File: src/hw/host_proto_pkg.sv
// host frame protocol package: field types, command codes and frame characters
`default_nettype none

package host_proto_pkg;

  // frame field types
  typedef logic [31:0] word_t;
  typedef logic [27:0] count_t;
  typedef logic [3:0]  nibble_t;

  // compared against the low 16 bits of the command word
  localparam word_t CMD_WRITE = 32'h0000_0001;
  localparam word_t CMD_READ  = 32'h0000_0002;

  // frame characters
  localparam logic [7:0] CHAR_L = 8'h4C;
  localparam logic [7:0] CHAR_S = 8'h53;
  localparam logic [7:0] CHAR_0 = 8'h30;
  localparam logic [7:0] CHAR_A = 8'h41;
  localparam logic [7:0] CHAR_F = 8'h46;

  // hex characters per field
  localparam int COUNT_DIGITS = 7;
  localparam int WORD_DIGITS  = 8;

endpackage

`default_nettype wire

File: src/hw/uart_pkg.sv
// serial side package: character and bit timing counter types
`default_nettype none

package uart_pkg;

  // one serial character
  typedef logic [7:0] byte_t;

  // counts clocks within one bit time
  typedef logic [15:0] baud_cnt_t;

endpackage

`default_nettype wire

File: src/hw/hex_cmd_parser.sv
// command parser: decodes ascii hex command frames into words for the bus master
`timescale 1ns/10ps
`default_nettype none

module hex_cmd_parser (
  input  logic                  clk,
  input  logic                  rst,
  input  uart_pkg::byte_t       i_byte,
  input  logic                  i_stb,
  input  logic                  i_master_ready,
  output host_proto_pkg::word_t  o_cmd_command,
  output host_proto_pkg::word_t  o_cmd_address,
  output host_proto_pkg::word_t  o_cmd_data,
  output host_proto_pkg::count_t o_cmd_count,
  output logic                  o_cmd_stb
);
  import host_proto_pkg::*;

  typedef enum logic [2:0] {
    ST_IDLE,
    ST_COUNT,
    ST_COMMAND,
    ST_ADDRESS,
    ST_DATA,
    ST_DELIVER
  } parse_state_t;

  parse_state_t state;
  parse_state_t next_field;
  logic [3:0]   nib_cnt;
  logic         field_last;
  count_t       word_cnt;
  logic         is_digit;
  logic         is_upper;
  logic         is_hex;
  nibble_t      nibble;
  logic         is_write;

  // only 0-9 and upper case A-F are legal
  assign is_digit = (i_byte >= CHAR_0) && (i_byte <= CHAR_0 + 8'd9);
  assign is_upper = (i_byte >= CHAR_A) && (i_byte <= CHAR_F);
  assign is_hex   = is_digit || is_upper;
  assign nibble   = is_digit ? nibble_t'(i_byte - CHAR_0) : nibble_t'(i_byte - CHAR_A + 8'd10);

  assign is_write  = (o_cmd_command[15:0] == CMD_WRITE[15:0]);
  assign o_cmd_stb = (state == ST_DELIVER) && i_master_ready;

  // count field is one digit shorter than the word fields
  assign field_last = (state == ST_COUNT) ? (nib_cnt == 4'(COUNT_DIGITS - 1)) :
                                            (nib_cnt == 4'(WORD_DIGITS - 1));

  always_comb begin
    case (state)
      ST_COUNT:   next_field = ST_COMMAND;
      ST_COMMAND: next_field = ST_ADDRESS;
      ST_ADDRESS: next_field = ST_DATA;
      default:    next_field = ST_DELIVER;
    endcase
  end

  always_ff @(posedge clk) begin
    if (rst) begin
      state    <= ST_IDLE;
      nib_cnt  <= '0;
      word_cnt <= '0;
    end else begin
      case (state)
        ST_IDLE: begin
          if (i_stb && (i_byte == CHAR_L)) begin
            nib_cnt  <= '0;
            word_cnt <= '0;
            state    <= ST_COUNT;
          end
        end
        ST_COUNT, ST_COMMAND, ST_ADDRESS, ST_DATA: begin
          if (i_stb) begin
            if (!is_hex) begin
              // bad character drops the whole frame
              state <= ST_IDLE;
            end else if (field_last) begin
              nib_cnt <= '0;
              state   <= next_field;
              if (state == ST_DATA) begin
                word_cnt <= word_cnt + 1'b1;
              end
            end else begin
              nib_cnt <= nib_cnt + 1'b1;
            end
          end
        end
        ST_DELIVER: begin
          // writes loop back for the remaining data words
          if (i_master_ready) begin
            state <= (is_write && (word_cnt < o_cmd_count)) ? ST_DATA : ST_IDLE;
          end
        end
        default: state <= ST_IDLE;
      endcase
    end
  end

  // field shift registers, msb nibble first
  always_ff @(posedge clk) begin
    if (i_stb && is_hex) begin
      case (state)
        ST_COUNT:   o_cmd_count   <= {o_cmd_count[23:0], nibble};
        ST_COMMAND: o_cmd_command <= {o_cmd_command[27:0], nibble};
        ST_ADDRESS: o_cmd_address <= {o_cmd_address[27:0], nibble};
        ST_DATA:    o_cmd_data    <= {o_cmd_data[27:0], nibble};
        default: ;
      endcase
    end
  end

endmodule

`default_nettype wire

File: src/hw/hex_rsp_encoder.sv
// response encoder: turns master responses into ascii hex characters for the FIFO
`timescale 1ns/10ps
`default_nettype none

module hex_rsp_encoder (
  input  logic                   clk,
  input  logic                   rst,
  input  logic                   i_rsp_en,
  input  host_proto_pkg::word_t  i_rsp_status,
  input  host_proto_pkg::word_t  i_rsp_address,
  input  host_proto_pkg::word_t  i_rsp_data,
  input  host_proto_pkg::count_t i_rsp_count,
  input  logic                   i_full,
  output logic                   o_push,
  output uart_pkg::byte_t        o_byte,
  output logic                   o_rsp_ready
);
  import host_proto_pkg::*;
  import uart_pkg::*;

  typedef enum logic [2:0] {
    ENC_IDLE,
    ENC_HEAD,
    ENC_COUNT,
    ENC_STATUS,
    ENC_ADDRESS,
    ENC_DATA,
    ENC_WAIT
  } enc_state_t;

  enc_state_t state;
  logic [3:0] nib_cnt;
  logic       count_last;
  logic       word_last;
  count_t     words_total;
  count_t     words_sent;
  count_t     count_sh;
  word_t      status_sh;
  word_t      address_sh;
  word_t      data_sh;

  function automatic byte_t hex_char(input nibble_t n);
    if (n < 4'd10) begin
      return byte_t'(CHAR_0 + {4'h0, n});
    end
    return byte_t'(CHAR_A + {4'h0, n} - 8'd10);
  endfunction

  assign count_last  = (nib_cnt == 4'(COUNT_DIGITS - 1));
  assign word_last   = (nib_cnt == 4'(WORD_DIGITS - 1));
  assign o_rsp_ready = (state == ENC_IDLE) || (state == ENC_WAIT);

  // full fifo simply holds the current character
  assign o_push = (state inside {ENC_HEAD, ENC_COUNT, ENC_STATUS, ENC_ADDRESS, ENC_DATA}) &&
                  !i_full;

  always_comb begin
    case (state)
      ENC_COUNT:   o_byte = hex_char(count_sh[27:24]);
      ENC_STATUS:  o_byte = hex_char(status_sh[31:28]);
      ENC_ADDRESS: o_byte = hex_char(address_sh[31:28]);
      ENC_DATA:    o_byte = hex_char(data_sh[31:28]);
      default:     o_byte = CHAR_S;
    endcase
  end

  always_ff @(posedge clk) begin
    if (rst) begin
      state      <= ENC_IDLE;
      nib_cnt    <= '0;
      words_sent <= '0;
    end else begin
      case (state)
        ENC_IDLE: begin
          if (i_rsp_en) begin
            nib_cnt    <= '0;
            words_sent <= '0;
            state      <= ENC_HEAD;
          end
        end
        ENC_HEAD: begin
          if (o_push) begin
            state <= ENC_COUNT;
          end
        end
        ENC_COUNT: begin
          if (o_push) begin
            nib_cnt <= count_last ? '0 : nib_cnt + 1'b1;
            if (count_last) begin
              state <= ENC_STATUS;
            end
          end
        end
        ENC_STATUS, ENC_ADDRESS: begin
          if (o_push) begin
            nib_cnt <= word_last ? '0 : nib_cnt + 1'b1;
            if (word_last) begin
              state <= (state == ENC_STATUS) ? ENC_ADDRESS : ENC_DATA;
            end
          end
        end
        ENC_DATA: begin
          if (o_push) begin
            nib_cnt <= word_last ? '0 : nib_cnt + 1'b1;
            if (word_last) begin
              words_sent <= words_sent + 1'b1;
              state      <= (words_sent == words_total - 1'b1) ? ENC_IDLE : ENC_WAIT;
            end
          end
        end
        ENC_WAIT: begin
          if (i_rsp_en) begin
            state <= ENC_DATA;
          end
        end
        default: state <= ENC_IDLE;
      endcase
    end
  end

  // latched response, shifted out msb nibble first
  always_ff @(posedge clk) begin
    if ((state == ENC_IDLE) && i_rsp_en) begin
      count_sh    <= i_rsp_count;
      status_sh   <= i_rsp_status;
      address_sh  <= i_rsp_address;
      data_sh     <= i_rsp_data;
      // a zero count still carries one word
      words_total <= (i_rsp_count == '0) ? count_t'(1) : i_rsp_count;
    end else if ((state == ENC_WAIT) && i_rsp_en) begin
      data_sh <= i_rsp_data;
    end else if (o_push) begin
      case (state)
        ENC_COUNT:   count_sh   <= {count_sh[23:0], 4'h0};
        ENC_STATUS:  status_sh  <= {status_sh[27:0], 4'h0};
        ENC_ADDRESS: address_sh <= {address_sh[27:0], 4'h0};
        ENC_DATA:    data_sh    <= {data_sh[27:0], 4'h0};
        default: ;
      endcase
    end
  end

endmodule

`default_nettype wire

File: src/hw/tx_char_fifo.sv
// character FIFO: circular buffer between the response encoder and the transmitter
`timescale 1ns/10ps
`default_nettype none

module tx_char_fifo #(
  parameter int FIFO_DEPTH = 16
) (
  input  logic            clk,
  input  logic            rst,
  input  logic            i_push,
  input  uart_pkg::byte_t i_byte,
  input  logic            i_pop,
  output uart_pkg::byte_t o_byte,
  output logic            o_empty,
  output logic            o_full
);
  import uart_pkg::*;

  localparam int PTR_W = $clog2(FIFO_DEPTH);

  byte_t            mem [FIFO_DEPTH];
  logic [PTR_W-1:0] wr_ptr;
  logic [PTR_W-1:0] rd_ptr;
  logic [PTR_W:0]   count;
  logic             wr_en;
  logic             rd_en;

  assign wr_en   = i_push && !o_full;
  assign rd_en   = i_pop && !o_empty;
  assign o_empty = (count == '0);
  assign o_full  = (count == (PTR_W + 1)'(FIFO_DEPTH));

  // head shows through without a read cycle
  assign o_byte = mem[rd_ptr];

  always_ff @(posedge clk) begin
    if (wr_en) begin
      mem[wr_ptr] <= i_byte;
    end
  end

  // pointers wrap on their own, depth is a power of two
  always_ff @(posedge clk) begin
    if (rst) begin
      wr_ptr <= '0;
      rd_ptr <= '0;
      count  <= '0;
    end else begin
      if (wr_en) begin
        wr_ptr <= wr_ptr + 1'b1;
      end
      if (rd_en) begin
        rd_ptr <= rd_ptr + 1'b1;
      end
      case ({wr_en, rd_en})
        2'b10:   count <= count + 1'b1;
        2'b01:   count <= count - 1'b1;
        default: count <= count;
      endcase
    end
  end

endmodule

`default_nettype wire

File: src/hw/uart_host_bridge.sv
// uart host bridge top: receiver, command parser, response encoder, FIFO and transmitter
`timescale 1ns/10ps
`default_nettype none

module uart_host_bridge #(
  parameter int CLKS_PER_BIT = 8,
  parameter int FIFO_DEPTH   = 16
) (
  input  logic                   clk,
  input  logic                   rst,
  input  logic                   i_uart_rx,
  output logic                   o_uart_tx,
  input  logic                   i_master_ready,
  output host_proto_pkg::word_t  o_cmd_command,
  output host_proto_pkg::word_t  o_cmd_address,
  output host_proto_pkg::word_t  o_cmd_data,
  output host_proto_pkg::count_t o_cmd_count,
  output logic                   o_cmd_stb,
  input  logic                   i_rsp_en,
  input  host_proto_pkg::word_t  i_rsp_status,
  input  host_proto_pkg::word_t  i_rsp_address,
  input  host_proto_pkg::word_t  i_rsp_data,
  input  host_proto_pkg::count_t i_rsp_count,
  output logic                   o_rsp_ready
);
  import uart_pkg::*;

  byte_t rx_byte;
  logic  rx_stb;
  byte_t enc_byte;
  logic  enc_push;
  byte_t fifo_byte;
  logic  fifo_empty;
  logic  fifo_full;
  logic  tx_pop;

  // receive path
  uart_rx #(.CLKS_PER_BIT(CLKS_PER_BIT)) i_receiver (
    .clk(clk), .rst(rst), .i_rx(i_uart_rx), .o_byte(rx_byte), .o_stb(rx_stb)
  );

  hex_cmd_parser i_cmd_parser (
    .clk(clk), .rst(rst), .i_byte(rx_byte), .i_stb(rx_stb),
    .i_master_ready(i_master_ready), .o_cmd_command(o_cmd_command),
    .o_cmd_address(o_cmd_address), .o_cmd_data(o_cmd_data),
    .o_cmd_count(o_cmd_count), .o_cmd_stb(o_cmd_stb)
  );

  // transmit path
  hex_rsp_encoder i_rsp_encoder (
    .clk(clk), .rst(rst), .i_rsp_en(i_rsp_en), .i_rsp_status(i_rsp_status),
    .i_rsp_address(i_rsp_address), .i_rsp_data(i_rsp_data),
    .i_rsp_count(i_rsp_count), .i_full(fifo_full), .o_push(enc_push),
    .o_byte(enc_byte), .o_rsp_ready(o_rsp_ready)
  );

  tx_char_fifo #(.FIFO_DEPTH(FIFO_DEPTH)) i_char_fifo (
    .clk(clk), .rst(rst), .i_push(enc_push), .i_byte(enc_byte), .i_pop(tx_pop),
    .o_byte(fifo_byte), .o_empty(fifo_empty), .o_full(fifo_full)
  );

  uart_tx #(.CLKS_PER_BIT(CLKS_PER_BIT)) i_transmitter (
    .clk(clk), .rst(rst), .i_empty(fifo_empty), .i_byte(fifo_byte),
    .o_pop(tx_pop), .o_tx(o_uart_tx)
  );

endmodule

`default_nettype wire

File: src/hw/uart_rx.sv
// serial receiver: samples each bit at mid-bit and strobes every received byte
`timescale 1ns/10ps
`default_nettype none

module uart_rx #(
  parameter int CLKS_PER_BIT = 8
) (
  input  logic            clk,
  input  logic            rst,
  input  logic            i_rx,
  output uart_pkg::byte_t o_byte,
  output logic            o_stb
);
  import uart_pkg::*;

  typedef enum logic [1:0] {RX_IDLE, RX_START, RX_DATA, RX_STOP} rx_state_t;

  rx_state_t state;
  logic      rx_meta;
  logic      rx_sync;
  baud_cnt_t baud_cnt;
  logic      half_done;
  logic      bit_done;
  logic [2:0] bit_idx;
  byte_t     shift;

  assign half_done = (baud_cnt == baud_cnt_t'(CLKS_PER_BIT / 2 - 1));
  assign bit_done  = (baud_cnt == baud_cnt_t'(CLKS_PER_BIT - 1));

  // two flop synchronizer, idles high
  always_ff @(posedge clk) begin
    if (rst) begin
      rx_meta <= 1'b1;
      rx_sync <= 1'b1;
    end else begin
      rx_meta <= i_rx;
      rx_sync <= rx_meta;
    end
  end

  always_ff @(posedge clk) begin
    o_stb <= 1'b0;
    if (rst) begin
      state    <= RX_IDLE;
      baud_cnt <= '0;
      bit_idx  <= '0;
    end else begin
      case (state)
        RX_IDLE: begin
          baud_cnt <= '0;
          if (!rx_sync) begin
            state <= RX_START;
          end
        end
        RX_START: begin
          // recheck at mid start bit, glitches fall back to idle
          if (half_done) begin
            baud_cnt <= '0;
            bit_idx  <= '0;
            state    <= rx_sync ? RX_IDLE : RX_DATA;
          end else begin
            baud_cnt <= baud_cnt + 1'b1;
          end
        end
        RX_DATA: begin
          if (bit_done) begin
            baud_cnt <= '0;
            // lsb arrives first
            shift    <= {rx_sync, shift[7:1]};
            bit_idx  <= bit_idx + 1'b1;
            if (bit_idx == 3'd7) begin
              state <= RX_STOP;
            end
          end else begin
            baud_cnt <= baud_cnt + 1'b1;
          end
        end
        RX_STOP: begin
          if (bit_done) begin
            baud_cnt <= '0;
            state    <= RX_IDLE;
            if (rx_sync) begin
              o_stb  <= 1'b1;
              o_byte <= shift;
            end
          end else begin
            baud_cnt <= baud_cnt + 1'b1;
          end
        end
        default: state <= RX_IDLE;
      endcase
    end
  end

endmodule

`default_nettype wire

File: src/hw/uart_tx.sv
// serial transmitter: pulls characters from the FIFO and shifts them out lsb first
`timescale 1ns/10ps
`default_nettype none

module uart_tx #(
  parameter int CLKS_PER_BIT = 8
) (
  input  logic            clk,
  input  logic            rst,
  input  logic            i_empty,
  input  uart_pkg::byte_t i_byte,
  output logic            o_pop,
  output logic            o_tx
);
  import uart_pkg::*;

  typedef enum logic [1:0] {TX_IDLE, TX_START, TX_DATA, TX_STOP} tx_state_t;

  tx_state_t  state;
  baud_cnt_t  baud_cnt;
  logic       bit_done;
  logic [2:0] bit_idx;
  byte_t      shift;

  assign bit_done = (baud_cnt == baud_cnt_t'(CLKS_PER_BIT - 1));

  // fifo head is valid in the pop cycle
  assign o_pop = (state == TX_IDLE) && !i_empty;

  always_comb begin
    case (state)
      TX_START: o_tx = 1'b0;
      TX_DATA:  o_tx = shift[0];
      default:  o_tx = 1'b1;
    endcase
  end

  always_ff @(posedge clk) begin
    if (rst) begin
      state    <= TX_IDLE;
      baud_cnt <= '0;
      bit_idx  <= '0;
    end else begin
      baud_cnt <= bit_done ? '0 : baud_cnt + 1'b1;
      case (state)
        TX_IDLE: begin
          baud_cnt <= '0;
          if (o_pop) begin
            shift <= i_byte;
            state <= TX_START;
          end
        end
        TX_START: begin
          if (bit_done) begin
            bit_idx <= '0;
            state   <= TX_DATA;
          end
        end
        TX_DATA: begin
          if (bit_done) begin
            shift   <= {1'b1, shift[7:1]};
            bit_idx <= bit_idx + 1'b1;
            if (bit_idx == 3'd7) begin
              state <= TX_STOP;
            end
          end
        end
        TX_STOP: begin
          if (bit_done) begin
            state <= TX_IDLE;
          end
        end
        default: state <= TX_IDLE;
      endcase
    end
  end

endmodule

`default_nettype wire

File: config.mk
export PLATFORM = sky130hd
export DESIGN_NAME = uart_host_bridge
export DESIGN_NICKNAME = d
export VERILOG_FILES = /design/src/hw/host_proto_pkg.sv /design/src/hw/uart_pkg.sv /design/src/hw/hex_cmd_parser.sv /design/src/hw/hex_rsp_encoder.sv /design/src/hw/tx_char_fifo.sv /design/src/hw/uart_host_bridge.sv /design/src/hw/uart_rx.sv /design/src/hw/uart_tx.sv
export SDC_FILE = /design/constraint.sdc
export NUM_CORES = 1
export LEC_CHECK = 0
export BUFFER_PORTS_ARGS = -buffer_cell sky130_fd_sc_hd__buf_2
export CORE_AREA = 5 5 174 243
export CTS_BUF_LIST = sky130_fd_sc_hd__clkbuf_4 sky130_fd_sc_hd__clkbuf_8 sky130_fd_sc_hd__clkbuf_16
export DETAILED_ROUTE_END_ITERATION = 6
export DIE_AREA = 0 0 179 248
export GPL_TIMING_DRIVEN = 0
export PLACE_DENSITY = 0.81
export SLEW_MARGIN = 5
export SYNTH_ARGS = -nofsm -noshare
export SYNTH_HDL_FRONTEND = slang
export SYNTH_SLANG_ARGS = --single-unit
File: constraint.sdc
create_clock -name clk -period 9.2 [get_ports clk]
set_clock_uncertainty 0.15 [all_clocks]
set_input_delay 1.38 -clock clk [delete_from_list [all_inputs] [get_ports clk]]
set_output_delay 1.38 -clock clk [all_outputs]
set_load 0.02 [all_outputs]
**Word level (Yosys, flattened, before mapping)**

Memories as Yosys holds them, arrays and structs flattened. A register that Yosys moved wholly into a read port is not among the register bits.
Cells that the tools add are included.

- Register bits: 428
- Latch bits: 0
- Bits in writable memories: 128
- ROM bits: 0
- Bits of input ports: 129
- Output and inout bits: 127
- Word-level logic and storage cells: 302
- Memories: 1

- Add/subtract/negate cells: 28
- Multiply operators: 0
- Divide/modulo/power cells: 0
- Order comparisons: 9
- Equal/unequal tests: 60
- Shift-type cells: 0
- Multiplexer cells: 108
- Bitwise gates (word level): 3
- Reductions and logical operators: 63

Memory list:

| memory | words | width | rd ports | clocked after memory_dff | wr ports | line | source |
|---|---|---|---|---|---|---|---|
| i_char_fifo.mem | 16 | 8 | 1 | 1 | 1 | tx_char_fifo.sv:21 | `byte_t mem [FIFO_DEPTH];` |

Operators by type and width:

| cell | number |
|---|---|
| 2-to-1 mux 32 bit | 12 |
| 2-to-1 mux 28 bit | 12 |
| case mux 28 bit (2 select lines) | 2 |
| 2-to-1 mux 8 bit | 10 |
| 2-to-1 mux 3 bit | 20 |
| adder 28 x 1 -> 28 bit (second input constant) | 2 |
| 2-to-1 mux 4 bit | 12 |
| case mux 16 bit (3 select lines) | 1 |
| inequality test 2 x 1 -> 1 bit (second input constant) | 21 |
| adder 16 x 1 -> 16 bit (second input constant) | 2 |
| adder 7 x 4 -> 8 bit (first input constant) | 4 |
| equality test 16 x 3 -> 1 bit (second input constant) | 2 |
| 2-to-1 mux 16 bit | 2 |
| case mux 8 bit (4 select lines) | 1 |
| subtractor 8 x 4 -> 8 bit (second input constant) | 4 |
| adder 6 x 4 -> 7 bit (first input constant) | 4 |
| equality test 28 bit | 1 |
| logical NOT 28 bit | 1 |
| less-than comparator 28 bit | 1 |
| subtractor 28 x 1 -> 28 bit (second input constant) | 1 |
| AND reduction 4 bit | 6 |
| 2-to-1 mux 2 bit | 11 |
| equality test 3 bit (second input constant) | 7 |
| nonzero test 2 bit | 10 |
| 49 further kinds | 122 |

**Logic depth before layout (Yosys ltp)**

Gate-level depths: netlist of run 1.

- Depth in word-level cells: 6
- Depth in mapped cells: 13
- Depth with buffers taken out: 13

**Hierarchy**

Synthesis of run 1 repeated with hierarchy kept, for this count alone.

- Cells, all modules: 1,903
- Area, all modules: 25,080.3 µm²

Modules (own cells, without submodules):

| module | times used | cells each | area each (µm²) | sequential area each (µm²) |
|---|---|---|---|---|
| hex_rsp_encoder | 1 | 790 | 9,471.6 | 5,265.0 |
| hex_cmd_parser | 1 | 502 | 6,632.6 | 4,424.2 |
| tx_char_fifo | 1 | 330 | 5,891.9 | 4,184.0 |
| uart_rx | 1 | 137 | 1,650.3 | 960.9 |
| uart_tx | 1 | 144 | 1,433.9 | 660.6 |

**Worst setup path after synthesis of run 1**

Ideal clock, no wire load.

- Kind: register to register
- From: reg i_char_fifo.count[0]
- To: reg i_rsp_encoder.status_sh[0], enable pin
- Setup time: 0.466 ns
- Arrival: 3.766 ns
- Setup slack: 4.818 ns
- Stages on the path, launching flop included: 6
- Path buffers: 0
- Clock period less this slack: 4.382 ns
- Cells stage by stage: dfxtp_1 nor4_1 and2_0 nor3_1 inv_1 o21ai_0

- Longest elaborated chain between the ends: 5

RTL lines:

| what | line | source |
|---|---|---|
| from (decl) | tx_char_fifo.sv:24 | `logic [PTR_W:0] count;` |
| from (signal assigned) | tx_char_fifo.sv:56 | `2'b10: count <= count + 1'b1;` |
| from (signal assigned) | tx_char_fifo.sv:57 | `2'b01: count <= count - 1'b1;` |
| from (signal assigned) | tx_char_fifo.sv:58 | `default: count <= count;` |
| equality test 5 bit | tx_char_fifo.sv:31 | `assign o_full = (count == (PTR_W + 1)'(FIFO_DEPTH));` |
| logical NOT 1 bit | hex_rsp_encoder.sv:55 | `!i_full;` |
| logical AND 1 bit | hex_rsp_encoder.sv:54 | `assign o_push = (state inside {ENC_HEAD, ENC_COUNT, ENC_STATUS, ENC_ADDRESS, ENC_DATA}) &&` |
| nonzero test 2 bit (no source line) | - |  |
| AND reduction 3 bit (no source line) | - |  |
| to (signal assigned) | hex_rsp_encoder.sv:125 | `status_sh <= i_rsp_status;` |
| to (signal assigned) | hex_rsp_encoder.sv:135 | `ENC_STATUS: status_sh <= {status_sh[27:0], 4'h0};` |
| to (decl) | hex_rsp_encoder.sv:38 | `word_t status_sh;` |

No other way between the ends.
A chain may end at the register's enable or synchronous reset.

**Worst setup path after layout of run 1**

- From: reg i_rsp_encoder.state[1]
- To: reg i_rsp_encoder.data_sh[21], enable pin

- Longest elaborated chain between the ends: 5

RTL lines:

| what | line | source |
|---|---|---|
| from (decl) | hex_rsp_encoder.sv:31 | `enc_state_t state;` |
| from (signal assigned) | hex_rsp_encoder.sv:98 | `state <= (state == ENC_STATUS) ? ENC_ADDRESS : ENC_DATA;` |
| from (signal assigned) | hex_rsp_encoder.sv:107 | `state <= (words_sent == words_total - 1'b1) ? ENC_IDLE : ENC_WAIT;` |
| equality test 3 x 1 -> 1 bit (tied with other cells) | hex_rsp_encoder.sv:54 |  |
| nonzero test 5 bit | hex_rsp_encoder.sv:54 |  |
| logical AND 1 bit | hex_rsp_encoder.sv:54 |  |
| nonzero test 3 bit (no source line) | - |  |
| AND reduction 2 bit (no source line) (*) | - |  |
| to (signal assigned) | hex_rsp_encoder.sv:127 | `data_sh <= i_rsp_data;` |
| to (signal assigned) | hex_rsp_encoder.sv:131 | `data_sh <= i_rsp_data;` |
| to (signal assigned) | hex_rsp_encoder.sv:137 | `ENC_DATA: data_sh <= {data_sh[27:0], 4'h0};` |
| to (decl) | hex_rsp_encoder.sv:40 | `word_t data_sh;` |

Every way passes the cells marked *; elsewhere a longest branch is shown, timed or not.

==> results of run 1 <==
final cells by class:
| class | count | area [um^2] |
|---|---|---|
| buffer | 92 | 352 |
| clock buffer | 64 | 1400 |
| clock inverter | 30 | 308 |
| fill | 2761 | 12500 |
| inverter | 70 | 263 |
| multi-input combinational | 1254 | 8090 |
| sequential | 544 | 15000 |
| tap | 534 | 668 |
| timing repair buffer | 258 | 1340 |
logic make-up after synthesis:
group / Yosys count / share of synthesized area, %
compound gates: 183 / 5.01
mux: 77 / 5.29
buf+inv: 162 / 2.59
flops: 544 / 63.4
simple gates: 805 / 15.6
fa+ha+maj: 67 / 3.56
xor+xnor: 122 / 4.52
state kept, by name, indices dropped and copies added (netlist names), 28 cells and up, named ones only:
register and flops:
i_rsp_encoder.count_sh 28, i_rsp_encoder.words_sent 28, i_cmd_parser.o_cmd_address 32, i_rsp_encoder.status_sh 32, i_rsp_encoder.address_sh 32, i_char_fifo.mem 112, i_rsp_encoder.words_total 28, i_rsp_encoder.data_sh 32
i_cmd_parser.word_cnt 28, i_cmd_parser.o_cmd_command 32, i_cmd_parser.o_cmd_data 32, i_cmd_parser.o_cmd_count 28
cell usage in the layout, fill, tap and decap left out, types with 14 or more instances in the layout:
| master | n |
|---|---|
| edfxtp_1 | 412 |
| nand2_1 | 354 |
| buf_2 | 256 |
| nor2_1 | 174 |
| dfxtp_1 | 132 |
| clkbuf_1 | 81 |
| inv_1 | 69 |
| ha_1 | 65 |
| xor2_1 | 63 |
| xnor2_1 | 59 |
| a21oi_1 | 51 |
| clkbuf_16 | 50 |
| o21ai_0 | 47 |
| nand3_1 | 42 |
| nor3_1 | 36 |
| mux4_2 | 35 |
| mux2_2 | 34 |
| and3_1 | 30 |
| nand4_1 | 27 |
| nor4_1 | 26 |
| or3_1 | 23 |
| and2_1 | 15 |
| nand2b_1 | 15 |
| nor2b_1 | 14 |
path summary, 6_finish.rpt:
path / slack (ns) / start / cells after the start / end
setup / recovery: 5.00 / i_rsp_encoder.state[1] / 8 / i_rsp_encoder.data_sh[21]
hold / removal: 0.26 / i_receiver.rx_meta / 1 / i_receiver.rx_sync
setup reg to reg: 5.00 / i_rsp_encoder.state[1] / 8 / i_rsp_encoder.data_sh[21]
hold reg to reg: 0.26 / i_receiver.rx_meta / 1 / i_receiver.rx_sync
per-layer routing:
layer	wire (um)	up-vias	track usage, %
met4	2070	2	9.62
met5	13	-	0
met1	19100	7657	26.7
met2	27000	691	43.1
li1	-	7622	-
met3	4150	130	4.05
synthesized netlist by cell type, types with 14 or more instances:
master,number
edfxtp_1,412
nand2_1,354
nor2_1,176
dfxtp_1,132
clkbuf_1,82
inv_1,69
ha_1,65
xor2_1,63
xnor2_1,59
a21oi_1,51
o21ai_0,49
nand3_1,42
nor3_1,36
mux4_2,35
mux2_2,34
and3_1,31
nand4_1,27
nor4_1,26
or3_1,23
and2_1,15
nand2b_1,15
nor2b_1,14
critical path, cell delays in order (launching register included):
cell and delay, ns:
dfxtp_1 0.38, clkbuf_1 0.32, nand2b_1 0.25, nand2_1 0.16, nor2_1 0.39, and2_1 0.21
clkbuf_1 0.46, clkbuf_1 0.51, a21o_1 0.96
power by group through the flow:
stage | Sequential (mW) | Combinational, mW | Clock [mW]
6_report | 3.52 | 1.85 | 2.13
5_1_grt | 3.56 | 2.06 | 2.27
4_1_cts | 3.52 | 1.86 | 2.16
3_5_place_dp | 3.56 | 1.83 | 0
3_3_place_gp | 3.56 | 1.70 | 0
2_1_floorplan | 3.51 | 1.30 | 0
per-stage QoR:
stage | area (um^2) | instances | power [mW]
6_report | 27400 | 2846 | 7.49
5_1_grt | 27400 | 2846 | 7.89
4_1_cts | 27400 | 2846 | 7.54
3_5_place_dp | 25700 | 2752 | 5.40
3_3_place_gp | 25600 | 2749 | 5.26
2_1_floorplan | 23700 | 1960 | 4.81
==> reports/metrics.csv, run 1 <==
stage,metric,value,unit
detailed_routing,drt-vias-per-instance,5.66,
die,std_cell_rows,87,
timing,max_freq,238,MHz
logic_synthesis,syn_area,23700,um^2
cts,cts_setup_buffers,0,
logic_synthesis,ys_seq_area_share,63.4,%
layout,area_growth,15.9,%
timing,period_share,45.7,%
detailed_routing,drc_errors,0,
global_route,antenna_found_initial,1,
timing,worst_pin_slew,1.23,ns
logic_synthesis,ys_ff_latch,544,
critical_path,cp_data_arrival_time,4.23,ns
layout,postLayoutCoreUtil,68.7,%
logic_synthesis,syn_avg_cell_area,12.1,um^2
global_route,grt_pass1_vias,16300,
die,die_h,248,um
timing,setup_violations,0,
cts,cts.sink_count,544,
die,start_util,59.2,%
timing,min_period,4.20,ns
run_status,status,completed,
timing,finalSetupTns,0,ns
logic_synthesis,synth_area_leaders,"edfxtp_1 (52%), dfxtp_1 (11%), nand2_1 (5.6%), ha_1 (3.4%), mux4_2 (3.3%)",
cts,cts-resized-gates,0,
timing,finalHoldViolations,0,
cts,postCtsHoldBufs,0,
timing,hold_slack,0.264,ns
die,ioPinCount,256,
pwr,p_int,5.22,mW
cts,clk_latency,0.57,ns
detailed_routing,num_vias,16100,
logic_synthesis,synth_ff_type,edfxtp_1,
detailed_routing,ant_nets,0,
global_route,grt_usage,23.4,%
global_route,grt-ovfl-total,0,
timing,setup_ws,5.00,ns
critical_path,cp_max_fo,32,
cts,cts_buffers,50,
logic_synthesis,syn_nets,2155,
placed_design,port_buffers,255,
layout,diodes,0,
pwr,clockPowerShare,28.4,%
pwr,switching_share,30.3,%
timing,rsz0062_at_grt,false,
detailed_routing,firstDrtPassIters,5,
cts,tritoncts,done,
die,die_w,179,um
global_route,grt_max_degree,38,
detailed_routing,wire_per_inst,18.4,um
critical_path,worstPathRequired,9.23,ns
min_path,min_path_type,flop to flop,
logic_synthesis,synth-async-reset-ratio,0,%
flow_run,drv_cap,0,
timing,drv_slew,0,
logic_synthesis,yosys_warnings,0,
global_route,grt_pass1_wl,83000,um
logic_synthesis,yosysUniqueCellTypes,71,
placed_design,pre_cts_ws,4.82,ns
pwr,p_seq_share,46.9,%
critical_path,path_class,flop to flop,
logic_synthesis,yosysTopAreaCellShare,52.3,%
pwr,p_leak,10.3,nW
die,core,39900,um^2
placed_design,hpwl,37200,um
cts,max-clock-path-buffers,3,
layout,finalNetCount,2465,
critical_path,cp-end-kind,flop,
cts,path_clk_slew,0.06,ns
timing,slew_headroom,18.0,%
die,die_area,44400,um^2
detailed_routing,wirelength,52400,um
logic_synthesis,syn_inst,1960,
placed_design,routabilityCongestion,0.917,
cts,cts.htree.levels,2,
detailed_routing,drtIter0Drc,1026,
critical_path,crit_path_start_kind,flop,
pwr,power_density,273,nW/um^2
logic_synthesis,synth_edf_count,412,
pwr,p_sw,2.27,mW
pwr,ir_worst_vdd,0.000270,V
layout,drive_above_1_share,18.9,%
logic_synthesis,synth_top_area_cell,edfxtp_1,
pwr,power_frac_comb,24.7,%
cts,clockRootBuffer,clkbuf_16,
Power figures use the tool's default switching activity.
==> run 2: changes to the inputs <==
--- a/config.mk
+++ b/config.mk
@@ -5,13 +5,14 @@
 export SDC_FILE = /design/constraint.sdc
 export NUM_CORES = 1
 export LEC_CHECK = 0
+export ABC_AREA = 1
 export BUFFER_PORTS_ARGS = -buffer_cell sky130_fd_sc_hd__buf_2
-export CORE_AREA = 5 5 174 243
+export CORE_AREA = 5 5 189 264
 export CTS_BUF_LIST = sky130_fd_sc_hd__clkbuf_4 sky130_fd_sc_hd__clkbuf_8 sky130_fd_sc_hd__clkbuf_16
 export DETAILED_ROUTE_END_ITERATION = 6
-export DIE_AREA = 0 0 179 248
+export DIE_AREA = 0 0 194 269
 export GPL_TIMING_DRIVEN = 0
-export PLACE_DENSITY = 0.81
+export PLACE_DENSITY = 0.75
 export SLEW_MARGIN = 5
 export SYNTH_ARGS = -nofsm -noshare
 export SYNTH_HDL_FRONTEND = slang
==> constraint.sdc (replaced) <==
create_clock -name clk -period 3.8 [get_ports clk]
set_clock_uncertainty 0.15 [all_clocks]
set_input_delay 0.57 -clock clk [delete_from_list [all_inputs] [get_ports clk]]
set_output_delay 0.57 -clock clk [all_outputs]
set_load 0.02 [all_outputs]
==> reports/metrics.csv, run 2 <==
stage,metric,value,unit
run_status,status,completed,
timing,hold_slack,0.0720,ns
die,die_area,52200,um^2
global_route,grt_pass1_wl,94300,um
critical_path,cp-end-kind,flop,
logic_synthesis,syn_nets,2694,
placed_design,dp.cells,3398,
logic_synthesis,yosys_warnings,0,
min_path,min_path_type,primary input to flop,
timing,slew_headroom,20.7,%
logic_synthesis,synth_ff_type,edfxtp_1,
logic_synthesis,synthTopCellsByCount,"nand2_1 (572), edfxtp_1 (412), nor2_1 (312), inv_1 (227), dfxtp_1 (132)",
layout,fillers,3844,
logic_synthesis,yosysUniqueCellTypes,51,
layout,drive_above_1_share,15.6,%
timing,period_share,86.3,%
die,core,47400,um^2
critical_path,cp_data_arrival_time,3.43,ns
critical_path,crit_chain,inv_1 -> ha_1 -> nand2_1 -> nand3_1 -> nand4_1 -> nand2_1 -> nand2_1 -> nor3_2 -> buf_4 -> buf_6,
logic_synthesis,syn_area,24600,um^2
critical_path,crit_top_cell,nand2_1,
detailed_routing,ant_nets,0,
placed_design,pre_cts_ws,0.555,ns
cts,postCtsHoldBufs,0,
cts,cts.htree.levels,2,
die,start_util,51.9,%
die,std_cell_rows,95,
placed_design,port_buffers,255,
detailed_routing,firstDrtPassIters,6,
layout,regMostFlops,i_char_fifo.mem,
cts,clk_latency,0.60,ns
global_route,grt-ovfl-total,0,
cts,tritoncts,done,
global_route,grt_max_degree,38,
cts,cts_setup_buffers,0,
die,ioPinCount,256,
layout,final_cell_mix,"nand2_1 (572), edfxtp_1 (412), nor2_1 (311)",
global_route,grt_usage,22.2,%
min_path,min-delay-start,i_uart_rx,
logic_synthesis,ys_ff_latch,544,
timing,min_period,3.28,ns
critical_path,crit_slowest_cell,nor3_2,
critical_path,path_class,flop to flop,
critical_path,reg2regPathDepth,10,
min_path,worstHoldEndpoint,i_receiver.rx_meta,
critical_path,r2r_start,i_receiver.o_byte[0],
placed_design,routabilityCongestion,0.962,
critical_path,worstPathRequired,3.96,ns
critical_path,cp_max_fo,13,
layout,area_growth,16.4,%
layout,stdcell_count,3492,
logic_synthesis,synth_top_area_cell,edfxtp_1,
flow_run,drv_cap,0,
critical_path,ff2ff_setup_slack,0.52,ns
cts,cts.sink_count,544,
detailed_routing,num_vias,18800,
logic_synthesis,yosysTopAreaCellShare,50.2,%
timing,worst_pin_slew,1.18,ns
cts,max-clock-path-buffers,3,
timing,setup_ws,0.522,ns
logic_synthesis,synth.most_common_cell,nand2_1,
layout,final_common_cell,nand2_1,
critical_path,crit_path_start_kind,flop,
logic_synthesis,syn_avg_cell_area,9.86,um^2
timing,max_freq,305,MHz
timing,drv_slew,0,
pwr,p_leak,11.1,nW
timing,finalHoldViolations,0,
global_route,grt_pass1_vias,18800,
logic_synthesis,syn_inst,2499,
critical_path,critPathBufInv,3,
layout,multi_input_area,8400,um^2
timing,setup_violations,0,
cts,cts-resized-gates,0,
logic_synthesis,synth-async-reset-ratio,0,%
detailed_routing,drt-vias-per-instance,5.37,
critical_path,cpPeakStageDelay,0.62,ns
detailed_routing,wire_per_inst,17.0,um
detailed_routing,drc_errors,0,
logic_synthesis,synth_area_leaders,"edfxtp_1 (50%), dfxtp_1 (11%), nand2_1 (8.7%), nor2_1 (4.8%), inv_1 (3.5%)",
logic_synthesis,ys_seq_area_share,60.9,%
layout,finalNetCount,3014,
die,die_w,194,um
placed_design,hpwl,44700,um
pwr,ir_worst_vdd,0.000510,V
layout,regArea,15000,um^2
layout,largest_reg_flops,112,
global_route,antenna_found_initial,2,
min_path,holdPathStages,2,
detailed_routing,drtIter0Drc,1173,
die,die_h,269,um
cts,clockRootBuffer,clkbuf_16,
cts,cts_buffers,49,
pwr,power_density,621,nW/um^2
detailed_routing,wirelength,59500,um
logic_synthesis,synth_edf_count,412,
cts,path_clk_slew,0.06,ns
critical_path,r2r-end,i_cmd_parser.o_cmd_data[27],
critical_path,cpLargestDelayFamily,simple AND/OR/NAND/NOR gates,
timing,rsz0062_at_grt,false,
## run 2: changes by cell type after synthesis, moves of 40 or more
cell	change
a21oi_1	+58
o21ai_0	+71
xnor2_1	-40
nand2_1	+218
inv_1	+158
nor2_1	+136
## run 2: how the worst max path moves through the flow
stage	endpoint	start	depth (start not counted)	slack, ns
after global routing	i_cmd_parser.o_cmd_data[28]	i_receiver.o_byte[0]	10	0.31
after detailed placement	i_cmd_parser.o_cmd_data[26]	i_receiver.o_byte[0]	10	0.55
after CTS	i_cmd_parser.o_cmd_data[26]	i_receiver.o_byte[0]	10	0.52
after floorplan	i_cmd_parser.o_cmd_data[0]	i_receiver.o_byte[0]	8	-0.30
final	i_cmd_parser.o_cmd_data[27]	i_receiver.o_byte[0]	10	0.52
after global placement	i_cmd_parser.o_cmd_address[20]	i_receiver.o_byte[0]	8	-1.58
## run 2: area by class of cell
type / count / share of cell area [%]
Sequential cell: 544 / 52.4
Clock inverter: 24 / 0.912
Antenna cell: 2 / 0.0175
Timing Repair Buffer: 269 / 5.09
Clock buffer: 68 / 5.01
Multi-Input combinational cell: 1612 / 29.3
Tap cell: 630 / 2.75
Inverter: 250 / 3.27
Buffer: 93 / 1.28
## run 2: per-layer routing
layer	routed length, um	vias to the layer above	GRT usage (%)
met5	13	-	0
met4	2280	2	8.57
met3	2950	161	3.36
met2	32400	627	43.5
met1	21900	8833	23.9
li1	-	9133	-
## run 2: cell families (layout without fill, tap and decap cells)
group                    count (synthesis)  after routing  synth area share (%)
multiplexers                            28             28                  1.28
AND/OR/NAND/NOR                       1128           1128                  19.3
AO/OA/AOI/OAI                          324            324                  7.50
buffers and inverters                  343            704                  5.29
flip-flops                             544            544                  60.9
adder cells (fa/ha/maj)                 66             66                  3.38
other                                    0              2                     0
XOR/XNOR                                66             66                  2.35
## run 2: report_power, final
group | leakage (nW) | internal [mW] | total, mW | switching [mW]
clock network | 0.846 | 2.89 | 5.10 | 2.22
registers | 4.86 | 7.75 | 8.14 | 0.388
logic | 5.39 | 1.37 | 4.56 | 3.19
## run 2: through the flow
step	util (%)	area [um^2]	total power, mW	setup TNS, ns
after global routing	60.4	28700	18.7	0
after floorplan	-	24600	11.2	-19.45
after detailed placement	56.8	27000	12.8	0
after CTS	60.4	28700	17.9	0
after global placement	56.3	26700	12.4	-164.20
final	60.4	28700	17.8	0
## run 2: worst reg2reg max path, cell delays in order (launching register included)
cell and delay, ns:
edfxtp_1 0.47, inv_1 0.15, ha_1 0.16, nand2_1 0.07, nand3_1 0.08, nand4_1 0.26, nand2_1 0.28, nand2_1 0.21
nor3_2 0.62, buf_4 0.34, buf_6 0.20
